$ cat src/rtl/lsu_defs.svh
`ifndef LSU_DEFS_SVH
`define LSU_DEFS_SVH

// Memory size in 32-bit words, byte addresses wrap at 4x this
`define MEM_WORDS 1024
`define NUM_REGS  32

// Standard MIPS I-type opcodes
`define OP_ADDIU 6'h09
`define OP_LB    6'h20
`define OP_LH    6'h21
`define OP_LW    6'h23
`define OP_LBU   6'h24
`define OP_LHU   6'h25
`define OP_SB    6'h28
`define OP_SH    6'h29
`define OP_SW    6'h2B

`endif

$ cat src/rtl/lsuPkg.sv
package lsuPkg;

    // Data and address words
    typedef logic [31:0] word_t;

    // Register file index, 32 entries
    typedef logic [4:0] regIdx_t;

    // Raw I-type instruction: op, rs, rt, imm16
    typedef logic [31:0] instr_t;

    typedef logic [5:0] opcode_t;  // Instruction bits 31:26

    // Access width of a load or store
    typedef enum logic [1:0] {
        sizeWord = 2'b00,
        sizeHalf = 2'b01,
        sizeByte = 2'b10
    } accSize_t;

endpackage

$ cat src/rtl/regFile.sv
`timescale 1ns/1ps
`include "lsu_defs.svh"

module regFile import lsuPkg::*; (
    input  logic    Clock,
    input  logic    rstN,
    input  regIdx_t rsIdx,
    input  regIdx_t rtIdx,     // Read port and write target
    input  logic    regWrite,
    input  logic    wbFromMem,
    input  word_t   memData,   // Extended load data
    input  word_t   aluData,   // addiu sum
    output word_t   rsData,
    output word_t   rtData,
    output word_t   wbData
);

    word_t regs [`NUM_REGS];
    logic  doWrite;

    // Writeback mux
    assign wbData = wbFromMem ? memData : aluData;

    // r0 is never written
    assign doWrite = regWrite & (rtIdx != '0);

    always_ff @(posedge Clock or negedge rstN) begin
        if (!rstN) begin
            for (int i = 0; i < `NUM_REGS; i++) begin
                regs[i] <= '0;
            end
        end else if (doWrite) begin
            regs[rtIdx] <= wbData;
        end
    end

    // Reads are combinational, r0 forced to zero
    assign rsData = (rsIdx == '0) ? '0 : regs[rsIdx];
    assign rtData = (rtIdx == '0) ? '0 : regs[rtIdx];

endmodule

$ cat config.mk
export PLATFORM = sky130hd
export DESIGN_NAME = regFile
export DESIGN_NICKNAME = d
export VERILOG_FILES = /design/src/rtl/lsuPkg.sv /design/src/rtl/regFile.sv
export VERILOG_INCLUDE_DIRS = /design/src /design/src/rtl
export SDC_FILE = /design/constraint.sdc
export NUM_CORES = 2
export LEC_CHECK = 0
export BUFFER_PORTS_ARGS = -buffer_cell sky130_fd_sc_hd__buf_4
export CAP_MARGIN = 0
export CORE_MARGIN = 3
export CORE_UTILIZATION = 29
export DETAILED_ROUTE_END_ITERATION = 12
export PLACE_DENSITY = 0.43
export SYNTH_ARGS = -nofsm -noshare
export SYNTH_HDL_FRONTEND = slang
export SYNTH_SLANG_ARGS = --single-unit
$ cat constraint.sdc
create_clock -name Clock -period 3.6 [get_ports Clock]
set_input_delay 0.36 -clock Clock [delete_from_list [all_inputs] [get_ports Clock]]
set_output_delay 0.36 -clock Clock [all_outputs]
set_load 0.02 [all_outputs]
==> run summary <==
# rows: 155
final hold violations: 0
CTS Buf Count: 120
largest net degree at the start of global routing: 110
DR WL/cell: 29.29 um
Detailed Place HPWL: 132300 um
Least-Margin Pin Slew: 864.8 ps
Layout Cells excl Fill: 7128
final net count: 4749
routed wire length: 208800 um
Tcrit/Tclk final: 0.8854
Die Height: 430.9 um
post-route cell area: 61980 um^2
Initial Util: 0.2924
fraction of final layout cells sized beyond drive strength 1: 0.2676
CP Max Fanout: 3
hold_buf cts: 3
Iter 0 DRT Violations: 3428
post-CTS sizing: 0
postcts setup bufs: 0
Slowest-stage cell, CP: a221oi_1
Post-Syn Area: 52350 um^2
post-DR vias/cell: 5.440
max reg flops: 1024
RePlAce Congestion: 0.8203
Via Count: 38780
initial antenna violation count: 4
WP data arrival: 2830 ps
CP max stage delay: 590 ps
Buffers on Ports: 173
Yosys reg bits: 1024
first-pass GRT wire length: 303000 um
CP Cell Sequence: mux2i_1 > a221oi_1 > o21ai_0 > a311oi_1 > buf_4
Synth Warn #: 0
Reg with most FFs: regs
worst clock skew: 0 ps
Reg clk slew, reported paths: 70 ps
total power: 35.60 mW
# IOs: 174
setup TNS: 0 ps
worst-skew pair later-pin latency: 760 ps
Unique masters post-synth: 36
Crit Path Class: flop to output port
total core area: 179000 um^2
Max Transition Viols Final: 0
vias in the first global route: 39330
die width: 430.9 um
Gate Count Post-Synth: 4610
leading registers by flop count: regs: 1024 flops
clk buf depth: 3
unrepaired setup endpoints after global routing: false
Antenna Violating Nets Remaining: 0
Total GRT Usage: 0.2246
area grow syn2layout: 18.39%
syn nets: 4688
Inst Count DP: 6901
worst vdd rail ir drop: 0.0003858 V
average size of a mapped cell: 11.36 um^2
drt first pass iters: 5
CTS tree: yes
root buffer cell: clkbuf_16
H-Tree Depth: 3
final number of setup-violating endpoints: 0
die area: 185600 um^2
Post-route DRC: 0
maxcap violations: 0
Pwr Density: 574.4 nW/um^2
Worst setup SP type: flop
CP required: 3240 ps
outcome: finished, final reports clean
Achievable Freq: 313.7 MHz
GR Overflow Total: 0
dpl cell area: 57740 um^2
CTS sink cnt: 1024
sequential area share after synthesis: 0.4895
Critical Path End Type: output port
fillcell total: 17780
worst hold path class: primary input to flop
fin crit period: 3187 ps
Max-slew headroom: 0.4121
LEAKAGE: 26.74 nW
-- metrics by stage --
| step | util | worst slack, ps | hold slack, ps |
|---|---|---|---|
| 2_1_floorplan | - | 1262 | 64.41 |
| 3_3_place_gp | 0.3226 | 387.5 | 343.2 |
| 3_5_place_dp | 0.3226 | 384.6 | 337.5 |
| 4_1_cts | 0.3462 | 313.6 | 36.02 |
| 5_1_grt | 0.3462 | 329.8 | 32.07 |
| 6_report | 0.3462 | 412.5 | 50.04 |
-- area by class of cell --
type                       instances  area (um^2)  area share
clock buffer                     174         3546     0.05721
multi-input combinational       3037        24690      0.3983
inverter                          33        126.4    0.002039
tap                             2355         2947     0.04754
clock inverter                    45        644.4     0.01040
sequential                      1024        25620      0.4135
antenna                            5        12.51   0.0002019
timing repair buffer             455         4390     0.07084
-- layout by cell type (no fill, tap or decap), types with 3 or more instances in the layout --
master	n
a211oi_1	32
a21oi_1	32
a221oi_1	24
a221oi_2	32
a22o_1	32
a22oi_1	96
a311oi_1	32
a31oi_1	32
and3b_4	3
buf_12	74
buf_4	372
buf_8	5
bufinv_16	14
clkbuf_1	20
clkbuf_16	120
clkbuf_8	34
clkinv_2	24
dfrtp_1	1024
diode_2	5
dlygate4sd3_1	3
inv_1	32
mux2_2	32
mux2i_1	64
mux2i_2	17
mux2i_4	15
mux4_2	480
nand2_1	976
nand2_4	30
nor2_1	34
nor2b_1	32
nor3b_2	4
o2111ai_1	8
o21ai_0	962
o21ai_1	54
-- worst max-delay path, delay by kind of cell, from the launching register on --
kind                   cells  cell delay (ps)
buffers and inverters      1              230
AOI/OAI and AO/OA          3             1290
muxes                      1              150
DFF                        1              380
-- cell families after synthesis --
family	Yosys count	synth area share
compound gates	1336	0.1476
simple gates	1093	0.08311
buf+inv	549	0.04802
mux	608	0.2318
flops	1024	0.4895
-- power breakdown --
group          switching (mW)  internal [mW]  leakage (nW)
logic                    3.49           3.52          11.4
clock network            5.26           7.80          2.08
registers                1.81           13.7          13.3
total                    10.6           25.0          26.7
-- path summary, 6_finish.rpt --
kind,startpoint,endpoint,slack (ps),depth (start not counted)
max,regs[288]$_DFFE_PN0P_,rsData[0],410,5
min,aluData[29],regs[573]$_DFFE_PN0P_,50,3
max reg2reg,regs[869]$_DFFE_PN0P_,regs[869]$_DFFE_PN0P_,2870,2
min reg2reg,regs[1021]$_DFFE_PN0P_,regs[1021]$_DFFE_PN0P_,390,0
max in group asynchronous,rstN,regs[890]$_DFFE_PN0P_,2330,4
min in group asynchronous,rstN,regs[6]$_DFFE_PN0P_,140,2
-- cell usage after synthesis, drive strengths merged --
library cell | instances | share of area
nand2b | 1 | 0.00012
a31oi | 32 | 0.0038
and3 | 2 | 0.00024
clkbuf | 333 | 0.024
mux2 | 32 | 0.0069
nor2 | 35 | 0.0025
mux4 | 480 | 0.21
nor3 | 1 | 0.00031
a22oi | 96 | 0.014
inv | 33 | 0.0024
dfrtp | 1024 | 0.49
or4 | 1 | 0.00022
nor2b | 34 | 0.0041
a221oi | 56 | 0.013
a21oi | 32 | 0.0031
and2 | 2 | 0.00024
nor3b | 5 | 0.00093
o2111ai | 8 | 0.0013
o21ai | 1016 | 0.097
a311oi | 32 | 0.0054
nand2 | 1006 | 0.074
or2 | 1 | 0.00012
buf | 183 | 0.022
a211oi | 32 | 0.0046
and3b | 5 | 0.00084
mux2i | 96 | 0.018
a22o | 32 | 0.0054
-- metal layers --
layer	part of all wire	track usage
met3	0.045	0.03128
met5	0	0
met1	0.44	0.3088
met4	0.032	0.06763
met2	0.48	0.3686
No activity file was read; power rests on OpenSTA's default activity.
