<file path="src/rtl/lsu_defs.svh">
`ifndef LSU_DEFS_SVH
`define LSU_DEFS_SVH

// Memory size in 32-bit words, byte addresses wrap at 4x this
`define MEM_WORDS 1024
`define NUM_REGS  32

// Standard MIPS I-type opcodes
`define OP_ADDIU 6'h09
`define OP_LB    6'h20
`define OP_LH    6'h21
`define OP_LW    6'h23
`define OP_LBU   6'h24
`define OP_LHU   6'h25
`define OP_SB    6'h28
`define OP_SH    6'h29
`define OP_SW    6'h2B

`endif

</file>
<file path="src/rtl/lsuPkg.sv">
package lsuPkg;

    // Data and address words
    typedef logic [31:0] word_t;

    // Register file index, 32 entries
    typedef logic [4:0] regIdx_t;

    // Raw I-type instruction: op, rs, rt, imm16
    typedef logic [31:0] instr_t;

    typedef logic [5:0] opcode_t;  // Instruction bits 31:26

    // Access width of a load or store
    typedef enum logic [1:0] {
        sizeWord = 2'b00,
        sizeHalf = 2'b01,
        sizeByte = 2'b10
    } accSize_t;

endpackage

</file>
<file path="src/rtl/lsDecode.sv">
`timescale 1ns/1ps
`include "lsu_defs.svh"

module lsDecode import lsuPkg::*; (
    input  instr_t   instr,
    input  logic     instrValid,
    input  logic     misaligned,  // From addrGen, same cycle
    output regIdx_t  rsIdx,
    output regIdx_t  rtIdx,
    output logic [15:0] imm,
    output accSize_t accSize,
    output logic     signedLoad,
    output logic     memWrite,
    output logic     memRead,
    output logic     regWrite,
    output logic     wbFromMem
);

    opcode_t opcode;
    logic    isLoad;   // Any lw/lh/lhu/lb/lbu
    logic    isStore;  // Any sw/sh/sb
    logic    isAddiu;

    // Field split
    assign opcode = instr[31:26];
    assign rsIdx  = instr[25:21];
    assign rtIdx  = instr[20:16];
    assign imm    = instr[15:0];

    always_comb begin
        isLoad     = 1'b0;
        isStore    = 1'b0;
        isAddiu    = 1'b0;
        signedLoad = 1'b0;
        accSize    = sizeByte;  // Byte never flags misalignment, safe for non-memory ops
        case (opcode)
            `OP_LW:    begin isLoad  = 1'b1; accSize = sizeWord; signedLoad = 1'b1; end
            `OP_LH:    begin isLoad  = 1'b1; accSize = sizeHalf; signedLoad = 1'b1; end
            `OP_LHU:   begin isLoad  = 1'b1; accSize = sizeHalf; end
            `OP_LB:    begin isLoad  = 1'b1; signedLoad = 1'b1; end
            `OP_LBU:   isLoad  = 1'b1;
            `OP_SW:    begin isStore = 1'b1; accSize = sizeWord; end
            `OP_SH:    begin isStore = 1'b1; accSize = sizeHalf; end
            `OP_SB:    isStore = 1'b1;
            `OP_ADDIU: isAddiu = 1'b1;
            default:   ;  // Unknown opcode, everything stays idle
        endcase
    end

    // Single gating point for all side effects
    assign memRead   = isLoad;
    assign wbFromMem = isLoad;
    assign memWrite  = instrValid & isStore & ~misaligned;  // Misaligned store dropped
    assign regWrite  = instrValid & (isAddiu | (isLoad & ~misaligned));

endmodule

</file>
<file path="config.mk">
export PLATFORM = sky130hd
export DESIGN_NAME = lsDecode
export DESIGN_NICKNAME = d
export VERILOG_FILES = /design/src/rtl/lsuPkg.sv /design/src/rtl/lsDecode.sv
export VERILOG_INCLUDE_DIRS = /design/src /design/src/rtl
export SDC_FILE = /design/constraint.sdc
export NUM_CORES = 1
export LEC_CHECK = 0
export BUFFER_PORTS_ARGS = -buffer_cell sky130_fd_sc_hd__buf_4
export CORE_AREA = 4 4 41 43
export DETAILED_ROUTE_END_ITERATION = 8
export DIE_AREA = 0 0 45 47
export GPL_ROUTABILITY_DRIVEN = 0
export GPL_TIMING_DRIVEN = 0
export PLACE_DENSITY = 0.78
export SETUP_SLACK_MARGIN = 0.05
export SYNTH_ARGS = -nofsm -noshare
export SYNTH_HDL_FRONTEND = slang
export SYNTH_SLANG_ARGS = --single-unit
</file>
<file path="constraint.sdc">
create_clock -name vclk -period 2.78
set_clock_uncertainty 0.2 [all_clocks]
set_input_delay 0.695 -clock vclk [all_inputs]
set_output_delay 0.695 -clock vclk [all_outputs]
set_load 0.005 [all_outputs]
</file>
==> qor.csv <==
stage,metric,value,unit
sta,final worst path period need,2.54,ns
power,Switching Fraction,30.4,%
critical_path,crit start category,primary input,
grt,global routing's busiest layer,met2,
power,Clk pwr share,0,%
min_path,hold crit path type,in2out,
yosys,area share of the largest cell type after synthesis,63.5,%
yosys,XOR/XNOR Fraction of Synth Area,0,%
sta,RSZ-0062 raised after global routing,no,
floorplan,core area,1300,sq um
critical_path,CP Capture Type,output pin,
power,Pwr Density,135,nW/um^2
yosys,synth top area cells,"buf_4, nand2b_1, nor4_1, a2111oi_2, a211oi_1",
layout,# nets final,119,
yosys,"Seq/Total Area, Yosys",0,%
yosys,mean area per synthesized cell,7.60,sq um
sta,Max Fclk,393,MHz
floorplan,die area,2120,sq um
sta,Worst Tran Pin Value,0.301,ns
grt,initial antenna violation count,0,
layout,share of layout cells above drive strength 1,84.3,%
grt,pin count of the biggest net entering global routing,8,
floorplan,initial core utilization,24.5,%
critical_path,Critical Path AT,1.65,ns
grt,total grt overflow,0,
drt,DR vias,414,
yosys,Synth cell types,11,
yosys,cell taking the most area after synthesis,buf_4,
power,P_sw,0.0265,mW
cts,Setup Buffers After CTS,0,
yosys,Synth Area in Compound Gates,13.3,%
layout,seq_cells,0,
sta,max_slew headroom,79.7,%
power,Pint,0.0607,mW
sta,"Setup violations, final",0,
sta,WHS,1.36,ns
yosys,adder-cell share of the synthesized area,0,%
run_status,status,completed,
grt,Total GRT Usage,9.60,%
grt,met2 usage,18.6,%
yosys,mapped cell area,319,sq um
yosys,cell with the most instances after synthesis,buf_4,
run,max-cap check violation count,0,
sta,pins over their slew limit,0,
power,register share of total power,0,%
floorplan,die width,45,um
drt,Via-to-Cell Ratio,4.22,
layout,synthesis-to-finish area growth,102,%
critical_path,most frequent CP cell,buf_4,
yosys,list of most frequent post-synthesis cells,"buf_4, nand2b_1, nor4_1, a211oi_1",
critical_path,critical path class,in2out,
grt,M1 GR Usage,11.0,%
drt,WL/cell,11.9,um
power,Power Total,0.0872,mW
drt,Post-DRT Antenna Nets,0,
drt,DRT iter0 DRCs,3,
drt,Pre-Repair DR Iteration Count,2,
layout,utilization after layout,49.6,%
grt,vias in the first global route,434,
yosys,simple-gate area share of the yosys netlist,23.1,%
layout,fin area,646,sq um
floorplan,I/O pin cnt,67,
drt,drt drc,0,
layout,clock buffers,0,
placed_design,port buffer count,41,
cts,hold_buf cts,0,
drt,routed wire length,1.16,mm
floorplan,Site Rows,13,
power,Logic pwr share,100.0,%
critical_path,crit path max fanout,5,
power,VDD IR-drop max,56.9,uV
yosys,Syn Inst Count,42,
layout,# diodes,0,
power,Leak,0.356,nW
yosys,main combinational cell family by area after synthesis,buffers and inverters,
sta,crit share post-route,91.5,%
layout,register area,0,sq um
yosys,Ys Warns,0,
grt,first-pass GRT wire length,1.61,mm
placed_design,DP Area,646,sq um
sta,final hold violations,0,
critical_path,Worst path max stage delay,0.36,ns
yosys,Syn Nets,76,
critical_path,worst-path cell chain,buf_4 -> nand2b_1 -> a2111oi_2 -> o21a_1 -> buf_4,
floorplan,height of the chip,47,um
critical_path,CP max-delay cell,a2111oi_2,
placed_design,final HPWL from detailed placement,1.10,mm
cts,Resized cells post-CTS,0,
yosys,post-synthesis mux area share,0,%
critical_path,CP required,1.88,ns
grt,met3 usage,2.68,%
sta,setup_tns,0,ns
==> power groups by stage <==
stage                     combinational (mW)  clock, mW  sequential (mW)
after floorplan                       0.0394          0                0
final                                 0.0872          0                0
after CTS                             0.0882          0                0
after global routing                  0.0944          0                0
after detailed placement              0.0880          0                0
after global placement                0.0865          0                0
==> routing by layer <==
metal  vias up  wire length [um]
met5         -                 0
met1       172               397
met4         0                 0
li1        201                 -
met2        41               575
met3         0               191
==> worst max-delay path, delay by kind of cell <==
family                 cells  cell delay [ns]
and+or+nand+nor            1             0.21
buffers and inverters      2             0.22
AOI/OAI and AO/OA          2             0.53
==> kinds of logic (layout without fill, tap and decap cells) <==
family	after synthesis	count (layout)
buffers and inverters	27	68
and+or+nand+nor	10	10
AOI/OAI and AO/OA	5	5
==> stage by stage <==
stage                     setup slack, ns  cells
after floorplan                     0.503     42
after global placement              0.254     98
after detailed placement            0.237     98
after CTS                           0.231     98
after global routing                0.128     98
final                               0.237     98
==> layout make-up <==
type | instances | area (sq um)
Fill cell | 137 | 656
Timing Repair Buffer | 41 | 308
Buffer | 27 | 203
Multi-Input combinational cell | 15 | 116
Tap cell | 15 | 18.8
==> path summary, 6_finish.rpt <==
check | cells past startpoint | startpoint | to
worst min-delay path | 2 | instr[16] | rtIdx[0]
worst max-delay path | 5 | instr[30] | regWrite
==> layout by cell type (no fill, tap or decap) <==
cell / Yosys / final
buf_4: 27 / 68
nand2b_1: 3 / 3
nor4_1: 3 / 3
a211oi_1: 2 / 2
o21ai_1: 1 / 1
nand4b_1: 1 / 1
nor2b_1: 1 / 1
nand3b_1: 1 / 1
nand2b_4: 1 / 1
a2111oi_2: 1 / 1
o21a_1: 1 / 1
(Power assumes the default switching activity.)
