==> src/rtl/lsu_defs.svh <==
`ifndef LSU_DEFS_SVH
`define LSU_DEFS_SVH

// Memory size in 32-bit words, byte addresses wrap at 4x this
`define MEM_WORDS 1024
`define NUM_REGS  32

// Standard MIPS I-type opcodes
`define OP_ADDIU 6'h09
`define OP_LB    6'h20
`define OP_LH    6'h21
`define OP_LW    6'h23
`define OP_LBU   6'h24
`define OP_LHU   6'h25
`define OP_SB    6'h28
`define OP_SH    6'h29
`define OP_SW    6'h2B

`endif

==> src/rtl/lsuPkg.sv <==
package lsuPkg;

    // Data and address words
    typedef logic [31:0] word_t;

    // Register file index, 32 entries
    typedef logic [4:0] regIdx_t;

    // Raw I-type instruction: op, rs, rt, imm16
    typedef logic [31:0] instr_t;

    typedef logic [5:0] opcode_t;  // Instruction bits 31:26

    // Access width of a load or store
    typedef enum logic [1:0] {
        sizeWord = 2'b00,
        sizeHalf = 2'b01,
        sizeByte = 2'b10
    } accSize_t;

endpackage

==> src/rtl/addrGen.sv <==
`timescale 1ns/1ps

module addrGen import lsuPkg::*; (
    input  word_t       base,      // rs contents
    input  logic [15:0] imm,
    input  accSize_t    accSize,
    output word_t       effAddr,
    output logic        misaligned
);

    word_t offset;
    logic  halfBad;
    logic  wordBad;

    // Sign extend the 16-bit offset
    assign offset = {{16{imm[15]}}, imm};

    // Also serves as the addiu result
    assign effAddr = base + offset;

    // Halfword needs bit 0 clear
    assign halfBad = (accSize == sizeHalf) & effAddr[0];

    // Word needs both low bits clear
    assign wordBad = (accSize == sizeWord) & (|effAddr[1:0]);

    assign misaligned = halfBad | wordBad;  // Bytes always fine

endmodule

==> config.mk <==
export PLATFORM = sky130hd
export DESIGN_NAME = addrGen
export DESIGN_NICKNAME = d
export VERILOG_FILES = /design/src/rtl/lsu_defs.svh /design/src/rtl/lsuPkg.sv /design/src/rtl/addrGen.sv
export SDC_FILE = /design/constraint.sdc
export NUM_CORES = 1
export LEC_CHECK = 0
export BUFFER_PORTS_ARGS = -buffer_cell sky130_fd_sc_hd__buf_2
export CAP_MARGIN = 10
export CORE_MARGIN = 2
export CORE_UTILIZATION = 41
export DETAILED_ROUTE_END_ITERATION = 8
export PLACE_DENSITY = 0.74
export SETUP_SLACK_MARGIN = 0.4
export SLEW_MARGIN = 40
export SYNTH_ARGS = -nofsm -noshare
export SYNTH_HDL_FRONTEND = slang
export SYNTH_SLANG_ARGS = --single-unit
export TNS_END_PERCENT = 1
==> constraint.sdc <==
create_clock -name vclk -period 2.6
set_clock_uncertainty 0.05 [all_clocks]
set_input_delay 0.39 -clock vclk [all_inputs]
set_output_delay 0.39 -clock vclk [all_outputs]
set_load 0.01 [all_outputs]
==> results of run 1 <==
## layout make-up
cell class | count | area, um2 | share of cell area
Antenna cell | 1 | 2.50 | 0.000767
Inverter | 7 | 26.3 | 0.00805
Multi-Input combinational cell | 226 | 2070 | 0.633
Tap cell | 50 | 62.6 | 0.0192
Timing Repair Buffer | 166 | 1110 | 0.339
## Yosys cell counts, drive strengths merged (4+ instances only)
library cell	instances	area, um2
ha	31	388
a21oi	30	150
a21o	19	143
nand2	18	67.6
o21ai	15	78.8
xor2	15	131
nor2	13	48.8
xnor2	13	114
nand3	10	50.1
clkbuf	8	30.0
nand4	8	50.1
inv	7	26.3
o21bai	5	48.8
nor3	4	20.0
## per-layer routing
metal | global-route usage | vias to the layer above
met5 | 0 | -
met4 | 0.0632 | 0
met3 | 0.0160 | 25
met2 | 0.480 | 102
met1 | 0.308 | 1188
li1 | - | 1249
## final timing paths
check | endpoint | slack (ps) | depth (start not counted)
max | effAddr[31] | -270 | 10
min | misaligned | 960 | 3
## kinds of logic after synthesis
kind of cell / share of synthesized area
mux: 0.0114
compound gates: 0.393
buf+inv: 0.0399
fa+ha+maj: 0.232
simple gates: 0.184
xor+xnor: 0.140
## timing repair
action | 4_1_cts | 5_1_grt
setup endpoints to repair | 27 | 27
buffers inserted | 0 | 2
pin swaps | 12 | 22
resized for setup | 30 | 37
cloned | 0 | 0
endpoints found under the hold margin | 0 | 0
## critical path, stage by stage
cell	delay [ps]
buf_6	90
ha_4	280
and3_4	190
o211ai_1	80
o21bai_4	200
a22oi_4	230
a311oi_4	150
o311a_1	310
or3_4	370
buf_6	130
## power groups by stage
stage / sequential [W] / combinational, W / clock (W)
final: 0 / 0.000981 / 0.0000000000514
after global routing: 0 / 0.00106 / 0.0000000000514
after CTS: 0 / 0.000902 / 0
after detailed placement: 0 / 0.000854 / 0
after global placement: 0 / 0.000835 / 0
after floorplan: 0 / 0.000471 / 0
## metrics by stage
| stage | TNS [ps] | instance area [um2] | worst slack, ps | hold slack, ps | util |
|---|---|---|---|---|---|
| 3_3_place_gp | -3330 | 2920 | -369 | 959 | 0.720 |
| 4_1_cts | -2470 | 3070 | -268 | 960 | 0.757 |
| 6_report | -2350 | 3260 | -265 | 960 | 0.805 |
| 5_1_grt | -3980 | 3260 | -342 | 974 | 0.805 |
| 3_5_place_dp | -4110 | 2920 | -411 | 960 | 0.720 |
| 2_1_floorplan | -3.10 | 1880 | -3.10 | 778 | - |
==> results.yml, run 1 <==
outcome:
  outcome: "complete, but fails checks"
  violations: "setup timing"
routing:
  dr.pass1.iters: 5
  first_iter_violations: 135
  via_count: 2564
  viasPerCell: 5.70
  drt_wl_total_um: 6990
  met2_length_um: 3520
  ant_nets: 0
  wire_per_inst_um: 15.5
  wl_met3_um: 360
  post-route-drc-count: 0
  wl_met1_um: 2890
  top_layer: "met4"
synthesis:
  syn_area_mm2: 0.00176
  yosysSeqAreaShare: 0
  synthCells: 244
  synth_area_per_cell_um2: 7.20
  synth_warnings: 0
  synth_cell_type_count: 50
  synthesis.nets: 326
clock_network:
  cts-hold-fix-buffers: 0
final_layout:
  final_common_cell: "buf_4"
  stdcell_count: 450
  layout-drive-gt1-share: 0.571
  design.seq.count: 0
  layout.nets: 483
  register_area_um2: 0
  fillers: 253
  syn_to_final_growth_pct: 85.8
  final_cell_mix: "buf_4, buf_2, a21o_1, nand2_1"
  clock_buffers: 0
global_routing:
  grt_pass1_vias: 2492
  antenna_found_initial: 1
  grt_overflow: 0
  grt_pass1_wl_um: 10600
  grt_use_total: 0.254
  grt_max_degree: 12
critical_path:
  cp.arrival_ps: 2430
  worstPathRequired_ps: 2160
  critPathLaunch: "imm[10]"
  crit_path_end_kind: "output pin"
  path_class: "in -> out"
  cp_max_fo: 4
  start_kind: "primary input"
place:
  gp_congestion: 0.969
  dp.cells: 447
  port_buffers: 83
  place_hpwl_um: 5110
job:
  drv_cap: 0
floorplan:
  io_pins: 83
  coreArea_mm2: 0.00406
  dieHeight_um: 69.5
  row_count: 23
  design.die.area_mm2: 0.00482
  die_w_um: 69.5
  initial_utilization: 0.433
timing:
  min_period_over_period: 1.10
  setup_slack_ps: -265
  slew_headroom: 0.761
  period_minus_slack_ps: 2870
  tightest_slew_ps: 356
  setup_violations: 15
  hold_viol_final: 0
  slew_viol_final: 0
  fmax_ghz: 0.349
  rsz0062_at_grt: "true"
pwr:
  leakage_nw: 1.59
  p_int_w: 0.000503
  switching_share: 0.488
  powerDensity_mw_per_mm2: 301
  comb_power_share: 1.000
  ir_worst_vdd_mv: 0.147
  pwr-share-clk: 0
  power_w: 0.000981
  p_sw_w: 0.000479
  pwr-share-seq: 0
worst_hold_path:
  min_path_type: "in -> out"
  worstHoldStart: "accSize[1]"
No activity file was read; power rests on OpenSTA's default activity.
==> run 2: changes to the inputs <==
CORE_ASPECT_RATIO = 0.8   (was default)
PLACE_DENSITY = 0.75   (was 0.74)
==> run 2 against run 1 <==
- the flow still finishes with violations (setup timing)
- combinational power up 2%
- critical path depth unchanged
- wire length up 1.0%
- power up 1.7%
- critical endpoint unchanged
- sequential share of layout area unchanged
- core utilization down 0.73 points
- first-iteration DRC count down 36%
==> results.yml, run 2 (synthesized netlist as in run 1, its figures left out) <==
pwr:
  powerDensity_mw_per_mm2: 301
  ir_worst_vdd_mv: 0.183
  leakage_nw: 1.59
timing:
  period_minus_slack_ps: 2890
  tightest_slew_ps: 360
  fmax_ghz: 0.347
  setup_violations: 16
  slew_viol_final: 0
  slew_headroom: 0.760
  setup_slack_ps: -285
  min_period_over_period: 1.11
  hold_viol_final: 0
  rsz0062_at_grt: "true"
global_routing:
  grt_max_degree: 11
  grt_pass1_vias: 2630
  antenna_found_initial: 0
  grt_overflow: 0
  grt_use_total: 0.274
  grt_pass1_wl_um: 11300
routing:
  first_iter_violations: 87
  drt_wl_total_um: 7060
  dr.pass1.iters: 4
  post-route-drc-count: 0
  ant_nets: 0
  via_count: 2555
  viasPerCell: 5.62
  wire_per_inst_um: 15.5
final_layout:
  design.seq.count: 0
  multi_input_area_mm2: 0.00211
  final_common_cell: "buf_4"
  final_cell_mix: "buf_4, buf_2, a21o_1, nand2_1"
  clock_buffers: 0
  layout.nets: 482
  diodes: 0
  layout-drive-gt1-share: 0.585
  register_area_um2: 0
  syn_to_final_growth_pct: 88.4
  stdcell_count: 455
  fillers: 292
floorplan:
  io_pins: 83
  design.die.area_mm2: 0.00483
  die_w_um: 77.2
  initial_utilization: 0.423
  dieHeight_um: 62.5
  coreArea_mm2: 0.00415
  row_count: 21
critical_path:
  cp_max_fo: 5
  cp.arrival_ps: 2450
  cpMaxStageDelayCell: "or3_4"
  cpLargestDelayFamily: "compound AO/OA/AOI/OAI gates"
  crit_path_end_kind: "output pin"
  path_cells: "buf_6, ha_4, and3_4, o211ai_1, o21bai_4, a22oi_4, a311oi_4, o311a_1, or3_4, buf_6"
  crit_buf_inv: 2
  worstPathRequired_ps: 2160
  start_kind: "primary input"
  path_class: "in -> out"
  worst_path_largest_cell_delay_ps: 370
  cpMostUsedCell: "buf_6"
place:
  dp.cells: 455
  place_hpwl_um: 5160
  dp_slack_ps: -448
  port_buffers: 83
  gp_congestion: 0.954
job:
  drv_cap: 0
clock_network:
  cts-hold-fix-buffers: 0
  cts_setup_buffers: 0
outcome:
  violations: "setup timing"
  outcome: "complete, but fails checks"
worst_hold_path:
  min_path_type: "in -> out"
-- run 2: cell types whose count changed in the layout (fill, tap and decap cells not counted), sizes merged --
cell   before  now
diode       1    0
buf       166  165
-- run 2: per-layer routing --
layer,GRT usage,part of all wire
met1,0.335,0.43
met2,0.501,0.50
met3,0.0289,0.051
met4,0.0848,0.019
met5,0,0
-- run 2: cell type report --
| class | count | share of cell area |
|---|---|---|
| Multi-Input combinational cell | 226 | 0.638 |
| Tap cell | 57 | 0.0216 |
| Timing Repair Buffer | 165 | 0.332 |
| Inverter | 7 | 0.00794 |
-- run 2: metrics by stage --
step	setup TNS (ps)	hold WS (ps)	power [W]	instance area, um2	utilization
2_1_floorplan	-3.10	778	0.000471	1880	-
3_3_place_gp	-3380	958	0.000840	2940	0.707
3_5_place_dp	-3970	960	0.000857	2940	0.707
4_1_cts	-1800	961	0.000933	3180	0.767
5_1_grt	-3550	991	0.00108	3310	0.797
6_report	-2010	960	0.000998	3310	0.797
-- run 2: path summary, 6_finish.rpt --
kind                           to  cells past startpoint  startpoint  slack [ps]
worst max-delay path  effAddr[31]                     10     imm[10]        -290
worst min-delay path   misaligned                      3  accSize[1]         960
-- run 2: where the power goes --
| part | total [W] | switching (W) | internal (W) |
|---|---|---|---|
| sequential | 0 | 0 | 0 |
| combinational | 0.000998 | 0.000493 | 0.000504 |
| clock | 0 | 0 | 0 |
-- run 2: timing repair --
item,4_1_cts,5_1_grt
pin swaps,40,15
gates resized for setup,48,26
setup endpoints to repair,27,27
-- run 2: worst min-delay path, cell delays in order --
cell    delay, ps
buf_2          70
nor2_1         30
buf_2         120
==> run 3: changes to the inputs <==
ABC_AREA = 1   (was default)
PLACE_DENSITY = 0.7   (was 0.75)
SKIP_LAST_GASP = 1   (was default)
==> run 3 against run 2 <==
- the flow now finishes without violations
- worst setup slack improved by 560 ps
- highest routed layer unchanged
- worst hold slack improved by 2.3 ps
- largest power group unchanged
- cell count rose by 46%
==> results.yml, run 3 <==
worst_hold_path:
  min_path_type: "in -> out"
clock_network:
  cts-hold-fix-buffers: 0
critical_path:
  path_cells: "buf_6, ha_4, fa_2, buf_6, nand2_1, nand3_2, nand2_2, nand2_4, nand2_2, nand2_1, nand2_1, nand2_1, buf_2"
  cpMostUsedCell: "nand2_1"
  crit_buf_inv: 3
  cpLargestDelayFamily: "simple AND/OR/NAND/NOR gates"
  cpMaxStageDelayCell: "fa_2"
  cp.arrival_ps: 1880
  start_kind: "primary input"
  worst_path_largest_cell_delay_ps: 380
  worstPathRequired_ps: 2160
  cp_max_fo: 3
  path_class: "in -> out"
  crit_path_end_kind: "output pin"
job:
  drv_cap: 0
global_routing:
  grt_use_total: 0.235
  grt_pass1_wl_um: 12500
  grt_max_degree: 18
  grt_pass1_vias: 2852
  grt_overflow: 0
  antenna_found_initial: 0
final_layout:
  layout.nets: 670
  layout-drive-gt1-share: 0.333
  register_area_um2: 0
  syn_to_final_growth_pct: 47.4
  final_common_cell: "nand2_1"
  diodes: 0
  design_area_mm2: 0.00353
  fillers: 512
  final_cell_mix: "nand2_1, inv_1, buf_2, nand2_2, nor2_1"
  clock_buffers: 0
  design.seq.count: 0
pwr:
  leakage_nw: 2.14
  ir_worst_vdd_mv: 0.100
  powerDensity_mw_per_mm2: 260
routing:
  ant_nets: 0
  drt_wl_total_um: 8450
  via_count: 3249
  dr.pass1.iters: 5
  viasPerCell: 4.89
  wire_per_inst_um: 12.7
  post-route-drc-count: 0
  first_iter_violations: 213
synthesis:
  synth_area_per_cell_um2: 4.82
  ys_top_cells_by_area: "nand2_1, inv_1, ha_1"
  yosysSeqAreaShare: 0
  synthCells: 497
  synth.largest_area_cell: "nand2_1"
  synth.most_common_cell: "nand2_1"
  synth_warnings: 0
  synthesis.nets: 579
  synth_cell_type_count: 20
  synth_top_area_frac: 0.346
  syn_area_mm2: 0.00240
  synth_common_cells: "nand2_1, inv_1, nor2_1"
floorplan:
  die_w_um: 89.5
  initial_utilization: 0.432
  io_pins: 83
  coreArea_mm2: 0.00556
  row_count: 24
  dieHeight_um: 72.4
  design.die.area_mm2: 0.00648
timing:
  slew_viol_final: 0
  hold_viol_final: 0
  slew_headroom: 0.840
  tightest_slew_ps: 240
  fin_tns_setup_ps: 0
  period_minus_slack_ps: 2320
  rsz0062_at_grt: "true"
  fmax_ghz: 0.431
  setup_violations: 0
  min_period_over_period: 0.893
place:
  place_hpwl_um: 6510
  place_area_mm2: 0.00292
  gp_congestion: 0.945
  port_buffers: 83
outcome:
  outcome: "complete, no violations"
run 3: cell count changes after synthesis, sizes merged, moves of 11 or more:
cell,previous run,this run
nand3,10,27
nand2,18,235
xnor2,13,2
o21ai,15,0
nor2,13,41
a21o,19,1
inv,7,113
run 3: power breakdown:
group	internal, W	switching [W]
registers	0	0
clock network	0	0
logic	0.000382	0.000536
run 3: tightest hold or removal path, delay by kind of cell:
kind | cells | cell delay [ps]
buffers and inverters | 2 | 200
AND/OR/NAND/NOR | 1 | 30
run 3: per-stage QoR:
stage          utilization  std cells  hold slack, ps  total power (W)  setup WS, ps
2_1_floorplan            -        497             778         0.000487           435
3_3_place_gp         0.525        659             959         0.000722           137
3_5_place_dp         0.525        659             964         0.000730           110
4_1_cts              0.540        662             965         0.000752           263
5_1_grt              0.636        664             976          0.00101           240
6_report             0.636        664             962         0.000917           278
run 3: area by class of cell:
cell class	instances	area, um2	area share
timing repair buffer	89	495	0.140
multi-input combinational	384	2520	0.712
inverter	113	424	0.120
tap	78	97.6	0.0276
run 3: per-layer routing:
layer	vias up	track usage	share of wire
met5	-	0	0
met1	1455	0.353	0.48
met2	116	0.388	0.46
met3	8	0.00796	0.058
li1	1670	-	-
met4	0	0.0182	0.0053
run 3: path summary, 6_finish.rpt:
check | startpoint | endpoint | slack (ps) | depth (start not counted)
worst max-delay path | imm[0] | effAddr[22] | 280 | 13
worst min-delay path | accSize[1] | misaligned | 960 | 3
run 3: repair_timing:
action / 4_1_cts / 5_1_grt
pin swaps: 9 / 15
buffers inserted: 3 / 2
gates resized for setup: 16 / 102
endpoints found under the hold margin: 0 / 0
setup endpoints to repair: 23 / 24
run 3: kinds of logic after synthesis:
logic type,Yosys count,synth area share
compound gates,24,0.0548
fa+ha+maj,32,0.170
buf+inv,113,0.177
xor+xnor,16,0.0585
simple gates,312,0.540
